### config.mk
export PLATFORM = sky130hd
export DESIGN_NAME = mm_top
export DESIGN_NICKNAME = d
export VERILOG_FILES = /design/src/mm_regs_pkg.sv /design/src/mm_pkg.sv /design/src/mm_host_if.sv /design/src/mm_top.sv /design/src/mm_axil_slave.sv /design/src/mm_skew_feeder.sv /design/src/mm_operand_bank.sv /design/src/mm_systolic_array.sv /design/src/mm_pe.sv
export SDC_FILE = /design/constraint.sdc
export NUM_CORES = 2
export LEC_CHECK = 0
export ABC_AREA = 1
export BUFFER_PORTS_ARGS = -buffer_cell sky130_fd_sc_hd__buf_2
export CAP_MARGIN = 0
export CORE_UTILIZATION = 70
export DETAILED_ROUTE_END_ITERATION = 8
export HOLD_SLACK_MARGIN = 0.12
export PLACE_DENSITY = 0.88
export SLEW_MARGIN = 20
export SYNTH_ARGS = -nofsm -noshare
export SYNTH_HDL_FRONTEND = slang
export SYNTH_SLANG_ARGS = --single-unit
export TNS_END_PERCENT = 30
### constraint.sdc
create_clock -name clk -period 10.55 [get_ports clk]
set_input_delay 1.5825 -clock clk [delete_from_list [all_inputs] [get_ports clk]]
set_output_delay 1.5825 -clock clk [all_outputs]
set_load 0.1 [all_outputs]
### src/mm_regs_pkg.sv
`default_nettype none

package mm_regs_pkg;

  localparam int AXI_ADDR_W = 8;
  localparam int AXI_DATA_W = 32;

  // register map
  localparam logic [AXI_ADDR_W-1:0] REG_CTRL   = 8'h00;
  localparam logic [AXI_ADDR_W-1:0] REG_STATUS = 8'h04;
  localparam logic [AXI_ADDR_W-1:0] OPND_BASE  = 8'h40;
  localparam logic [AXI_ADDR_W-1:0] RES_BASE   = 8'h80;

  // control bits, write-only
  localparam int CTRL_START = 0;
  localparam int CTRL_CLEAR = 1;

  // status bits
  localparam int STAT_BUSY = 0;
  localparam int STAT_DONE = 1;
  localparam int STAT_FULL = 2;

  typedef enum logic [1:0] {
    RESP_OKAY   = 2'b00,
    RESP_SLVERR = 2'b10
  } axi_resp_t;

endpackage

`default_nettype wire

### src/mm_pkg.sv
`default_nettype none

package mm_pkg;

  // array geometry
  localparam int ARRAY_N = 3;

  // operand and accumulator widths
  localparam int ELEM_W = 8;
  localparam int ACC_W  = 16;

  typedef logic signed [ELEM_W-1:0] elem_t;
  typedef logic signed [ACC_W-1:0]  acc_t;

  // run sequencer
  typedef enum logic [1:0] {
    SEQ_IDLE = 2'd0,
    SEQ_RUN  = 2'd1,
    SEQ_DONE = 2'd2
  } seq_state_t;

endpackage

`default_nettype wire
### src/mm_host_if.sv
`timescale 1ns/1ps
`default_nettype none

interface mm_host_if #(
  parameter int N = mm_pkg::ARRAY_N
);

  localparam int IDX_W = $clog2(2 * N * N);

  // operand slot write
  logic              opnd_we;
  logic [IDX_W-1:0]  opnd_idx;
  mm_pkg::elem_t     opnd_data;

  // control pulses
  logic              start_pulse;
  logic              clear_pulse;

  // status
  logic              full;
  logic              busy;
  logic              done;

  modport slave (
    output opnd_we, opnd_idx, opnd_data, start_pulse, clear_pulse,
    input  full, busy, done
  );

  modport bank (
    input  opnd_we, opnd_idx, opnd_data, clear_pulse,
    output full
  );

  modport feeder (
    input  start_pulse, full,
    output busy, done
  );

  // observation only
  modport monitor (
    input opnd_we, opnd_idx, opnd_data, start_pulse, clear_pulse, full, busy, done
  );

endinterface

`default_nettype wire

### src/mm_top.sv
`timescale 1ns/1ps
`default_nettype none

module mm_top #(
  parameter int N = mm_pkg::ARRAY_N
) (
  input  logic                                clk,
  input  logic                                rst_n,
  input  logic                                i_awvalid,
  output logic                                o_awready,
  input  logic [mm_regs_pkg::AXI_ADDR_W-1:0]  i_awaddr,
  input  logic                                i_wvalid,
  output logic                                o_wready,
  input  logic [mm_regs_pkg::AXI_DATA_W-1:0]  i_wdata,
  // strobes are ignored, every write is a full word
  input  logic [mm_regs_pkg::AXI_DATA_W/8-1:0] i_wstrb,
  output logic                                o_bvalid,
  input  logic                                i_bready,
  output logic [1:0]                          o_bresp,
  input  logic                                i_arvalid,
  output logic                                o_arready,
  input  logic [mm_regs_pkg::AXI_ADDR_W-1:0]  i_araddr,
  output logic                                o_rvalid,
  input  logic                                i_rready,
  output logic [mm_regs_pkg::AXI_DATA_W-1:0]  o_rdata,
  output logic [1:0]                          o_rresp
);

  mm_host_if #(.N(N)) host ();

  mm_pkg::elem_t [N-1:0][N-1:0] a_mat;
  mm_pkg::elem_t [N-1:0][N-1:0] b_mat;
  mm_pkg::elem_t [N-1:0]        row_a;
  mm_pkg::elem_t [N-1:0]        col_b;
  logic                         clear_acc;
  mm_pkg::acc_t  [N-1:0][N-1:0] results;

  mm_axil_slave #(.N(N)) u_slave (
    .clk       (clk),
    .rst_n     (rst_n),
    .i_awvalid (i_awvalid),
    .o_awready (o_awready),
    .i_awaddr  (i_awaddr),
    .i_wvalid  (i_wvalid),
    .o_wready  (o_wready),
    .i_wdata   (i_wdata),
    .o_bvalid  (o_bvalid),
    .i_bready  (i_bready),
    .o_bresp   (o_bresp),
    .i_arvalid (i_arvalid),
    .o_arready (o_arready),
    .i_araddr  (i_araddr),
    .o_rvalid  (o_rvalid),
    .i_rready  (i_rready),
    .o_rdata   (o_rdata),
    .o_rresp   (o_rresp),
    .host      (host.slave),
    .i_results (results)
  );

  mm_operand_bank #(.N(N)) u_bank (
    .clk     (clk),
    .rst_n   (rst_n),
    .host    (host.bank),
    .o_a_mat (a_mat),
    .o_b_mat (b_mat)
  );

  mm_skew_feeder #(.N(N)) u_feeder (
    .clk         (clk),
    .rst_n       (rst_n),
    .host        (host.feeder),
    .i_a_mat     (a_mat),
    .i_b_mat     (b_mat),
    .o_row_a     (row_a),
    .o_col_b     (col_b),
    .o_clear_acc (clear_acc)
  );

  mm_systolic_array #(.N(N)) u_array (
    .clk         (clk),
    .rst_n       (rst_n),
    .i_clear_acc (clear_acc),
    .i_row_a     (row_a),
    .i_col_b     (col_b),
    .o_results   (results)
  );

endmodule

`default_nettype wire

### src/mm_axil_slave.sv
`timescale 1ns/1ps
`default_nettype none

module mm_axil_slave #(
  parameter int N = mm_pkg::ARRAY_N
) (
  input  logic                                clk,
  input  logic                                rst_n,
  input  logic                                i_awvalid,
  output logic                                o_awready,
  input  logic [mm_regs_pkg::AXI_ADDR_W-1:0]  i_awaddr,
  input  logic                                i_wvalid,
  output logic                                o_wready,
  input  logic [mm_regs_pkg::AXI_DATA_W-1:0]  i_wdata,
  output logic                                o_bvalid,
  input  logic                                i_bready,
  output logic [1:0]                          o_bresp,
  input  logic                                i_arvalid,
  output logic                                o_arready,
  input  logic [mm_regs_pkg::AXI_ADDR_W-1:0]  i_araddr,
  output logic                                o_rvalid,
  input  logic                                i_rready,
  output logic [mm_regs_pkg::AXI_DATA_W-1:0]  o_rdata,
  output logic [1:0]                          o_rresp,
  mm_host_if.slave                            host,
  input  mm_pkg::acc_t [N-1:0][N-1:0]         i_results
);

  localparam int SLOTS   = 2 * N * N;
  localparam int RESULTS = N * N;
  localparam int IDX_W   = $clog2(SLOTS);

  logic                               wr_go;
  logic                               wr_is_ctrl;
  logic                               wr_is_opnd;
  logic [mm_regs_pkg::AXI_ADDR_W-1:0] wr_off;
  logic                               bvalid_q;
  mm_regs_pkg::axi_resp_t             bresp_q;
  logic                               start_q;
  logic                               clear_q;
  logic                               we_q;
  logic [IDX_W-1:0]                   idx_q;
  mm_pkg::elem_t                      data_q;

  logic                               ar_go;
  logic                               arready_q;
  logic                               rvalid_q;
  mm_regs_pkg::axi_resp_t             rresp_q;
  logic [mm_regs_pkg::AXI_DATA_W-1:0] rdata_q;
  logic [mm_regs_pkg::AXI_ADDR_W-1:0] rd_off;
  logic [mm_regs_pkg::AXI_DATA_W-1:0] rd_data;
  mm_regs_pkg::axi_resp_t             rd_resp;

  // address and data are taken together, one write in flight
  assign wr_go     = i_awvalid && i_wvalid && !bvalid_q;
  assign o_awready = wr_go;
  assign o_wready  = wr_go;

  // operand and result windows overlap at 0x80..0x87, so writes decode operands
  // and reads decode results
  assign wr_off     = i_awaddr - mm_regs_pkg::OPND_BASE;
  assign wr_is_ctrl = (i_awaddr == mm_regs_pkg::REG_CTRL);
  assign wr_is_opnd = (i_awaddr >= mm_regs_pkg::OPND_BASE) && (wr_off < 4 * SLOTS) &&
                      (i_awaddr[1:0] == 2'b00);

  always_ff @(posedge clk or negedge rst_n) begin
    if (!rst_n) begin
      bvalid_q <= 1'b0;
      bresp_q  <= mm_regs_pkg::RESP_OKAY;
      start_q  <= 1'b0;
      clear_q  <= 1'b0;
      we_q     <= 1'b0;
    end else begin
      start_q <= 1'b0;
      clear_q <= 1'b0;
      we_q    <= 1'b0;
      if (bvalid_q && i_bready) begin
        bvalid_q <= 1'b0;
      end
      if (wr_go) begin
        bvalid_q <= 1'b1;
        bresp_q  <= mm_regs_pkg::RESP_OKAY;
        if (wr_is_ctrl) begin
          start_q <= i_wdata[mm_regs_pkg::CTRL_START];
          clear_q <= i_wdata[mm_regs_pkg::CTRL_CLEAR];
        end else if (wr_is_opnd && !host.busy) begin
          we_q <= 1'b1;
        end else begin
          // busy operand write, status, results or unmapped
          bresp_q <= mm_regs_pkg::RESP_SLVERR;
        end
      end
    end
  end

  always_ff @(posedge clk) begin
    if (wr_go) begin
      idx_q  <= IDX_W'(wr_off >> 2);
      data_q <= i_wdata[mm_pkg::ELEM_W-1:0];
    end
  end

  assign o_bvalid         = bvalid_q;
  assign o_bresp          = bresp_q;
  assign host.opnd_we     = we_q;
  assign host.opnd_idx    = idx_q;
  assign host.opnd_data   = data_q;
  assign host.start_pulse = start_q;
  assign host.clear_pulse = clear_q;

  // read decode
  assign rd_off = i_araddr - mm_regs_pkg::RES_BASE;

  always_comb begin
    rd_data = '0;
    rd_resp = mm_regs_pkg::RESP_SLVERR;
    if (i_araddr == mm_regs_pkg::REG_CTRL) begin
      rd_resp = mm_regs_pkg::RESP_OKAY;
    end else if (i_araddr == mm_regs_pkg::REG_STATUS) begin
      rd_resp = mm_regs_pkg::RESP_OKAY;
      rd_data[mm_regs_pkg::STAT_BUSY] = host.busy;
      rd_data[mm_regs_pkg::STAT_DONE] = host.done;
      rd_data[mm_regs_pkg::STAT_FULL] = host.full;
    end else if (i_araddr >= mm_regs_pkg::RES_BASE && i_araddr[1:0] == 2'b00) begin
      for (int k = 0; k < RESULTS; k++) begin
        if (rd_off == 4 * k) begin
          rd_resp = mm_regs_pkg::RESP_OKAY;
          // sign-extended
          rd_data = mm_regs_pkg::AXI_DATA_W'(i_results[k / N][k % N]);
        end
      end
    end
  end

  assign ar_go     = i_arvalid && arready_q;
  assign o_arready = arready_q;

  always_ff @(posedge clk or negedge rst_n) begin
    if (!rst_n) begin
      arready_q <= 1'b0;
      rvalid_q  <= 1'b0;
      rresp_q   <= mm_regs_pkg::RESP_OKAY;
    end else if (ar_go) begin
      arready_q <= 1'b0;
      rvalid_q  <= 1'b1;
      rresp_q   <= rd_resp;
    end else begin
      if (rvalid_q && i_rready) begin
        rvalid_q <= 1'b0;
      end
      // ready again once the response has gone
      arready_q <= !rvalid_q || i_rready;
    end
  end

  always_ff @(posedge clk) begin
    if (ar_go) begin
      rdata_q <= rd_data;
    end
  end

  assign o_rvalid = rvalid_q;
  assign o_rdata  = rdata_q;
  assign o_rresp  = rresp_q;

endmodule

`default_nettype wire

### src/mm_skew_feeder.sv
`timescale 1ns/1ps
`default_nettype none

module mm_skew_feeder #(
  parameter int N = mm_pkg::ARRAY_N
) (
  input  logic                          clk,
  input  logic                          rst_n,
  mm_host_if.feeder                     host,
  input  mm_pkg::elem_t [N-1:0][N-1:0]  i_a_mat,
  input  mm_pkg::elem_t [N-1:0][N-1:0]  i_b_mat,
  output mm_pkg::elem_t [N-1:0]         o_row_a,
  output mm_pkg::elem_t [N-1:0]         o_col_b,
  output logic                          o_clear_acc
);

  // last feed cycle, busy spans 0..LAST
  localparam int LAST  = 3 * N - 2;
  localparam int CNT_W = $clog2(LAST + 1);

  mm_pkg::seq_state_t    state_q;
  logic [CNT_W-1:0]      cnt_q;
  logic                  accept;
  mm_pkg::elem_t [N-1:0] sel_a;
  mm_pkg::elem_t [N-1:0] sel_b;

  assign accept      = host.start_pulse && host.full && (state_q != mm_pkg::SEQ_RUN);
  assign o_clear_acc = accept;
  assign host.busy   = (state_q == mm_pkg::SEQ_RUN);
  assign host.done   = (state_q == mm_pkg::SEQ_DONE);

  always_ff @(posedge clk or negedge rst_n) begin
    if (!rst_n) begin
      state_q <= mm_pkg::SEQ_IDLE;
      cnt_q   <= '0;
    end else if (accept) begin
      state_q <= mm_pkg::SEQ_RUN;
      cnt_q   <= '0;
    end else if (state_q == mm_pkg::SEQ_RUN) begin
      if (cnt_q == CNT_W'(LAST)) begin
        state_q <= mm_pkg::SEQ_DONE;
      end else begin
        cnt_q <= cnt_q + 1'b1;
      end
    end
  end

  // column k of A and row k of B in feed cycle k, zeros elsewhere
  always_comb begin
    sel_a = '0;
    sel_b = '0;
    if (state_q == mm_pkg::SEQ_RUN) begin
      for (int k = 0; k < N; k++) begin
        if (cnt_q == k) begin
          for (int i = 0; i < N; i++) begin
            sel_a[i] = i_a_mat[i][k];
            sel_b[i] = i_b_mat[k][i];
          end
        end
      end
    end
  end

  // lane i holds row i of A and column i of B, both delayed by i cycles
  for (genvar i = 0; i < N; i++) begin : g_lane
    if (i == 0) begin : g_direct
      assign o_row_a[i] = sel_a[i];
      assign o_col_b[i] = sel_b[i];
    end else begin : g_skew
      logic [2*mm_pkg::ELEM_W-1:0] pipe_q [i];

      always_ff @(posedge clk or negedge rst_n) begin
        if (!rst_n) begin
          for (int s = 0; s < i; s++) begin
            pipe_q[s] <= '0;
          end
        end else begin
          pipe_q[0] <= {sel_a[i], sel_b[i]};
          for (int s = 1; s < i; s++) begin
            pipe_q[s] <= pipe_q[s-1];
          end
        end
      end

      assign o_row_a[i] = pipe_q[i-1][2*mm_pkg::ELEM_W-1:mm_pkg::ELEM_W];
      assign o_col_b[i] = pipe_q[i-1][mm_pkg::ELEM_W-1:0];
    end
  end

endmodule

`default_nettype wire

### src/mm_operand_bank.sv
`timescale 1ns/1ps
`default_nettype none

module mm_operand_bank #(
  parameter int N = mm_pkg::ARRAY_N
) (
  input  logic                          clk,
  input  logic                          rst_n,
  mm_host_if.bank                       host,
  output mm_pkg::elem_t [N-1:0][N-1:0]  o_a_mat,
  output mm_pkg::elem_t [N-1:0][N-1:0]  o_b_mat
);

  localparam int SLOTS = 2 * N * N;

  mm_pkg::elem_t    slot_q [SLOTS];
  logic [SLOTS-1:0] mask_q;

  always_ff @(posedge clk) begin
    if (host.opnd_we) begin
      slot_q[host.opnd_idx] <= host.opnd_data;
    end
  end

  // one bit per written slot, clear leaves the data alone
  always_ff @(posedge clk or negedge rst_n) begin
    if (!rst_n) begin
      mask_q <= '0;
    end else if (host.clear_pulse) begin
      mask_q <= '0;
    end else if (host.opnd_we) begin
      mask_q[host.opnd_idx] <= 1'b1;
    end
  end

  assign host.full = &mask_q;

  // A first, then B, both row-major
  always_comb begin
    for (int r = 0; r < N; r++) begin
      for (int c = 0; c < N; c++) begin
        o_a_mat[r][c] = slot_q[r * N + c];
        o_b_mat[r][c] = slot_q[N * N + r * N + c];
      end
    end
  end

endmodule

`default_nettype wire

### src/mm_systolic_array.sv
`timescale 1ns/1ps
`default_nettype none

module mm_systolic_array #(
  parameter int N = mm_pkg::ARRAY_N
) (
  input  logic                          clk,
  input  logic                          rst_n,
  input  logic                          i_clear_acc,
  input  mm_pkg::elem_t [N-1:0]         i_row_a,
  input  mm_pkg::elem_t [N-1:0]         i_col_b,
  output mm_pkg::acc_t  [N-1:0][N-1:0]  o_results
);

  // A moves right along a row, B moves down a column
  mm_pkg::elem_t a_link [N][N+1];
  mm_pkg::elem_t b_link [N+1][N];

  for (genvar i = 0; i < N; i++) begin : g_edge
    assign a_link[i][0] = i_row_a[i];
    assign b_link[0][i] = i_col_b[i];
  end

  for (genvar i = 0; i < N; i++) begin : g_row
    for (genvar j = 0; j < N; j++) begin : g_col
      mm_pe u_pe (
        .clk         (clk),
        .rst_n       (rst_n),
        .i_clear_acc (i_clear_acc),
        .i_a         (a_link[i][j]),
        .i_b         (b_link[i][j]),
        .o_a         (a_link[i][j+1]),
        .o_b         (b_link[i+1][j]),
        .o_acc       (o_results[i][j])
      );
    end
  end

endmodule

`default_nettype wire

### src/mm_pe.sv
`timescale 1ns/1ps
`default_nettype none

module mm_pe (
  input  logic          clk,
  input  logic          rst_n,
  input  logic          i_clear_acc,
  input  mm_pkg::elem_t i_a,
  input  mm_pkg::elem_t i_b,
  output mm_pkg::elem_t o_a,
  output mm_pkg::elem_t o_b,
  output mm_pkg::acc_t  o_acc
);

  mm_pkg::elem_t a_q;
  mm_pkg::elem_t b_q;
  mm_pkg::acc_t  acc_q;
  mm_pkg::acc_t  prod;

  // signed product, low 16 bits
  assign prod = i_a * i_b;

  always_ff @(posedge clk or negedge rst_n) begin
    if (!rst_n) begin
      a_q   <= '0;
      b_q   <= '0;
      acc_q <= '0;
    end else begin
      a_q <= i_a;
      b_q <= i_b;
      if (i_clear_acc) begin
        acc_q <= '0;
      end else begin
        // wraps in two's complement
        acc_q <= acc_q + prod;
      end
    end
  end

  assign o_a   = a_q;
  assign o_b   = b_q;
  assign o_acc = acc_q;

endmodule

`default_nettype wire

==> results.py <==
metrics = {
    "status": {
        "status": "finished, final reports clean",
    },
    "hold_path": {
        "min_path_cells": 0,
        "min_from": "u_feeder.g_lane[2].g_skew.pipe_q[23]",
        "hp-class": "reg2reg",
        "hold_end": "u_feeder.o_col_b[23]",
    },
    "placed_design": {
        "dp.cells": 5843,
        "gp_congestion": 1.05,
        "place.port_buffers": 69,
        "post-dp-hpwl_um": 87700,
        "place_ws_ns": 3.67,
        "placed_area_um2": 46500,
    },
    "die": {
        "dieArea_um2": 66600,
        "rows": 93,
        "die_h_um": 258,
        "die_x_um": 258,
        "start_util": 0.710,
        "coreArea_um2": 64700,
        "io_pins": 100,
    },
    "critical_path": {
        "startpoint": "u_feeder.state_q[1]",
        "cp_slowest_stage_delay_ns": 0.79,
        "critical_path_class": "reg2reg",
        "end_kind": "register",
        "cpLargestDelayFamily": "adder cells",
        "crit-reg2reg-launch": "u_feeder.state_q[1]",
        "regToRegEndpoint": "u_array.g_row[0].g_col[0].u_pe.o_acc[13]",
        "worstRegToRegCells": 22,
        "cp_data_required_time_ns": 11.09,
        "cpMaxStageDelayCell": "nor3_2",
        "crit_arrival_ns": 7.20,
        "path_max_fanout": 20,
        "path_buf_inv": 5,
        "cp_cell_sequence": "nor2_2, inv_1, nor3_2, nand2_1, fa_1, inv_1, fa_1, inv_1, fa_1, inv_1, fa_1, fa_1, ha_1, a21oi_1, o21ai_0, inv_1, nand2_1, nand2_1, o21bai_1, nand2_1, nand2_1, nor2_1",
        "rrSetupSlack_ns": 3.88,
        "start_kind": "register",
    },
    "sta": {
        "slew_headroom": 0.293,
        "period_share": 0.632,
        "worstMarginPinSlew_ns": 1.06,
        "setup_slack_ns": 3.88,
        "fin_setup_tns_ns": 0,
        "maxSlewViolCount": 0,
        "grt_setup_unrepaired": "no",
        "fin_hold_ws_ns": 0.343,
        "min_period_ns": 6.67,
        "fin_worst_skew_ns": 0.0689,
        "setup_viol": 0,
        "fmax_ghz": 0.150,
        "finalHoldViolCount": 0,
    },
    "route": {
        "drc": 0,
        "drt_wl_total_um": 115000,
        "routedWlPerCell_um": 19.4,
        "num_vias": 34100,
        "viasPerCell": 5.73,
        "dr.pass1.iters": 8,
        "initialDrtViolationCount": 3257,
        "ant_nets": 0,
    },
    "synthesis": {
        "synth_top_area_share": 0.279,
        "synth-seq-cells": 492,
        "yosysSeqAreaShare": 0.287,
        "synthCells": 5103,
        "synth_area_per_cell_um2": 9.00,
        "ys.flop_type": "dfrtp_1",
        "ys_warn_count": 0,
        "ys_types": 48,
        "synthesis.area_um2": 45900,
        "synthArstFlopShare": 0.648,
        "synth_top_cell_by_area": "fa_1",
        "synth_edf_count": 173,
        "synth.area.top_cells": "fa_1 (28%), dfrtp_1 (17%), edfxtp_1 (11%)",
    },
    "pwr": {
        "leakagePower_nw": 26.2,
        "p_total_mw": 4.22,
        "power_density_nw_per_um2": 87.0,
        "max-vdd-ir-drop_v": 0.000173,
    },
    "clock_network": {
        "ctsResizeCount": 0,
        "post-cts-setup-buffers": 0,
        "clk_pin_slew_ns": 0.06,
        "cts.path.max_buffers": 3,
        "cts_tree": "yes",
        "htreeDepth": 2,
        "worstSkewPairLatency_ns": 0.65,
        "cts_buffers": 54,
        "postCtsHoldBufs": 0,
        "cts.sinks": 492,
        "cts_root_buf": "clkbuf_16",
    },
    "final_layout": {
        "layout.cells.non_filler": 5951,
        "nets": 6084,
        "areaGrowthSynthToFinish_pct": 5.62,
        "fin_util": 0.750,
        "n_fill_cell": 4105,
        "drive_above_1_share": 0.0595,
        "design_area_um2": 48500,
    },
    "global_route": {
        "antenna_found_initial": 11,
        "grt_use_total": 0.362,
        "grt_pass1_vias": 36200,
        "grt_start_max_net_pins": 163,
        "overflow": 0,
        "grt_pass1_wl_um": 185000,
    },
    "job": {
        "cap_violations": 0,
    },
}
==> synthesized netlist by cell type, types with 17 or more instances <==
| master | count |
|---|---|
| nor2_1 | 289 |
| ha_1 | 341 |
| buf_4 | 23 |
| clkbuf_1 | 136 |
| dfrtp_1 | 319 |
| xor2_1 | 45 |
| nand2_1 | 1094 |
| inv_2 | 17 |
| o21ai_0 | 104 |
| a31oi_1 | 58 |
| buf_2 | 24 |
| or2_2 | 82 |
| a21oi_1 | 106 |
| nor3_1 | 23 |
| inv_1 | 1240 |
| o21bai_1 | 17 |
| fa_1 | 639 |
| edfxtp_1 | 173 |
| nand4_1 | 29 |
| xnor2_1 | 43 |
| nand3_1 | 204 |
==> layout make-up <==
class                      instances  area (um^2)  area share
antenna                            6         15.0    0.000310
clock buffer                      68         1450      0.0300
clock inverter                    33          480     0.00990
inverter                        1259         4730      0.0975
multi-input combinational       3158        27100       0.559
sequential                       492        13200       0.272
tap                              855         1070      0.0221
timing repair buffer              80          470     0.00970
==> state kept, by name, indices dropped and copies added, names as in the netlist, 2 cells and up <==
name	cells
u_array.g_row.g_col.u_pe.o_a	48
u_array.g_row.g_col.u_pe.o_acc	144
u_array.g_row.g_col.u_pe.o_b	48
u_bank.mask_q	18
u_bank.slot_q	144
u_feeder.cnt_q	3
u_feeder.g_lane.g_skew.pipe_q	32
u_feeder.o_col_b	8
u_feeder.o_row_a	8
u_feeder.state_q	2
u_slave.host.opnd_data	8
u_slave.host.opnd_idx	5
u_slave.o_rdata	16
==> routing by layer <==
layer  GRT usage  vias up  wire length [um]
met5           0        -                57
met4       0.222       10              8310
met2       0.599     1840             55200
met1       0.446    16700             40500
met3      0.0633      505             11200
li1            -    15100                 -
==> power breakdown <==
part / total (mW) / internal (mW) / switching [mW]
logic: 0.158 / 0.0196 / 0.139
registers: 2.01 / 1.99 / 0.0157
clock network: 2.06 / 1.21 / 0.847
==> layout by cell type (no fill, tap or decap), types with 8 or more instances in the layout <==
cell,instances
xor2_1,45
a21o_1,8
clkbuf_1,9
a21oi_1,106
nor2_4,9
inv_2,17
buf_4,9
xnor2_1,43
clkbuf_16,54
a31oi_1,58
inv_1,1240
nand2_1,1094
buf_2,68
nor3_1,23
fa_1,639
bufinv_16,9
edfxtp_1,173
o21bai_1,17
nand4_1,29
ha_1,341
o21ai_0,104
o31ai_1,8
nor2_1,288
or2_2,82
dfrtp_1,319
nand3_1,204
nand3b_1,11
==> kinds of logic (layout without fill, tap and decap cells) <==
family,count (synthesis),after routing,share of synthesized area
simple gates,1771,1771,0.163
buf+inv,1454,1440,0.123
fa+ha+maj,980,980,0.371
flops,492,492,0.287
compound gates,317,317,0.0389
xor+xnor,88,88,0.0168
other cells,1,8,0.0000816
==> worst max-delay path by stage <==
stage                                                to  slack (ns)  cells past startpoint
2_1_floorplan  u_array.g_row[0].g_col[0].u_pe.o_acc[13]        4.94                     24
3_3_place_gp   u_array.g_row[0].g_col[0].u_pe.o_acc[13]        3.86                     26
3_5_place_dp   u_array.g_row[0].g_col[0].u_pe.o_acc[13]        3.67                     26
4_1_cts        u_array.g_row[0].g_col[0].u_pe.o_acc[13]        3.66                     26
5_1_grt        u_array.g_row[0].g_col[0].u_pe.o_acc[13]        3.47                     26
6_report       u_array.g_row[0].g_col[0].u_pe.o_acc[13]        3.88                     22
Note: power is estimated with default switching activity, not from simulation.
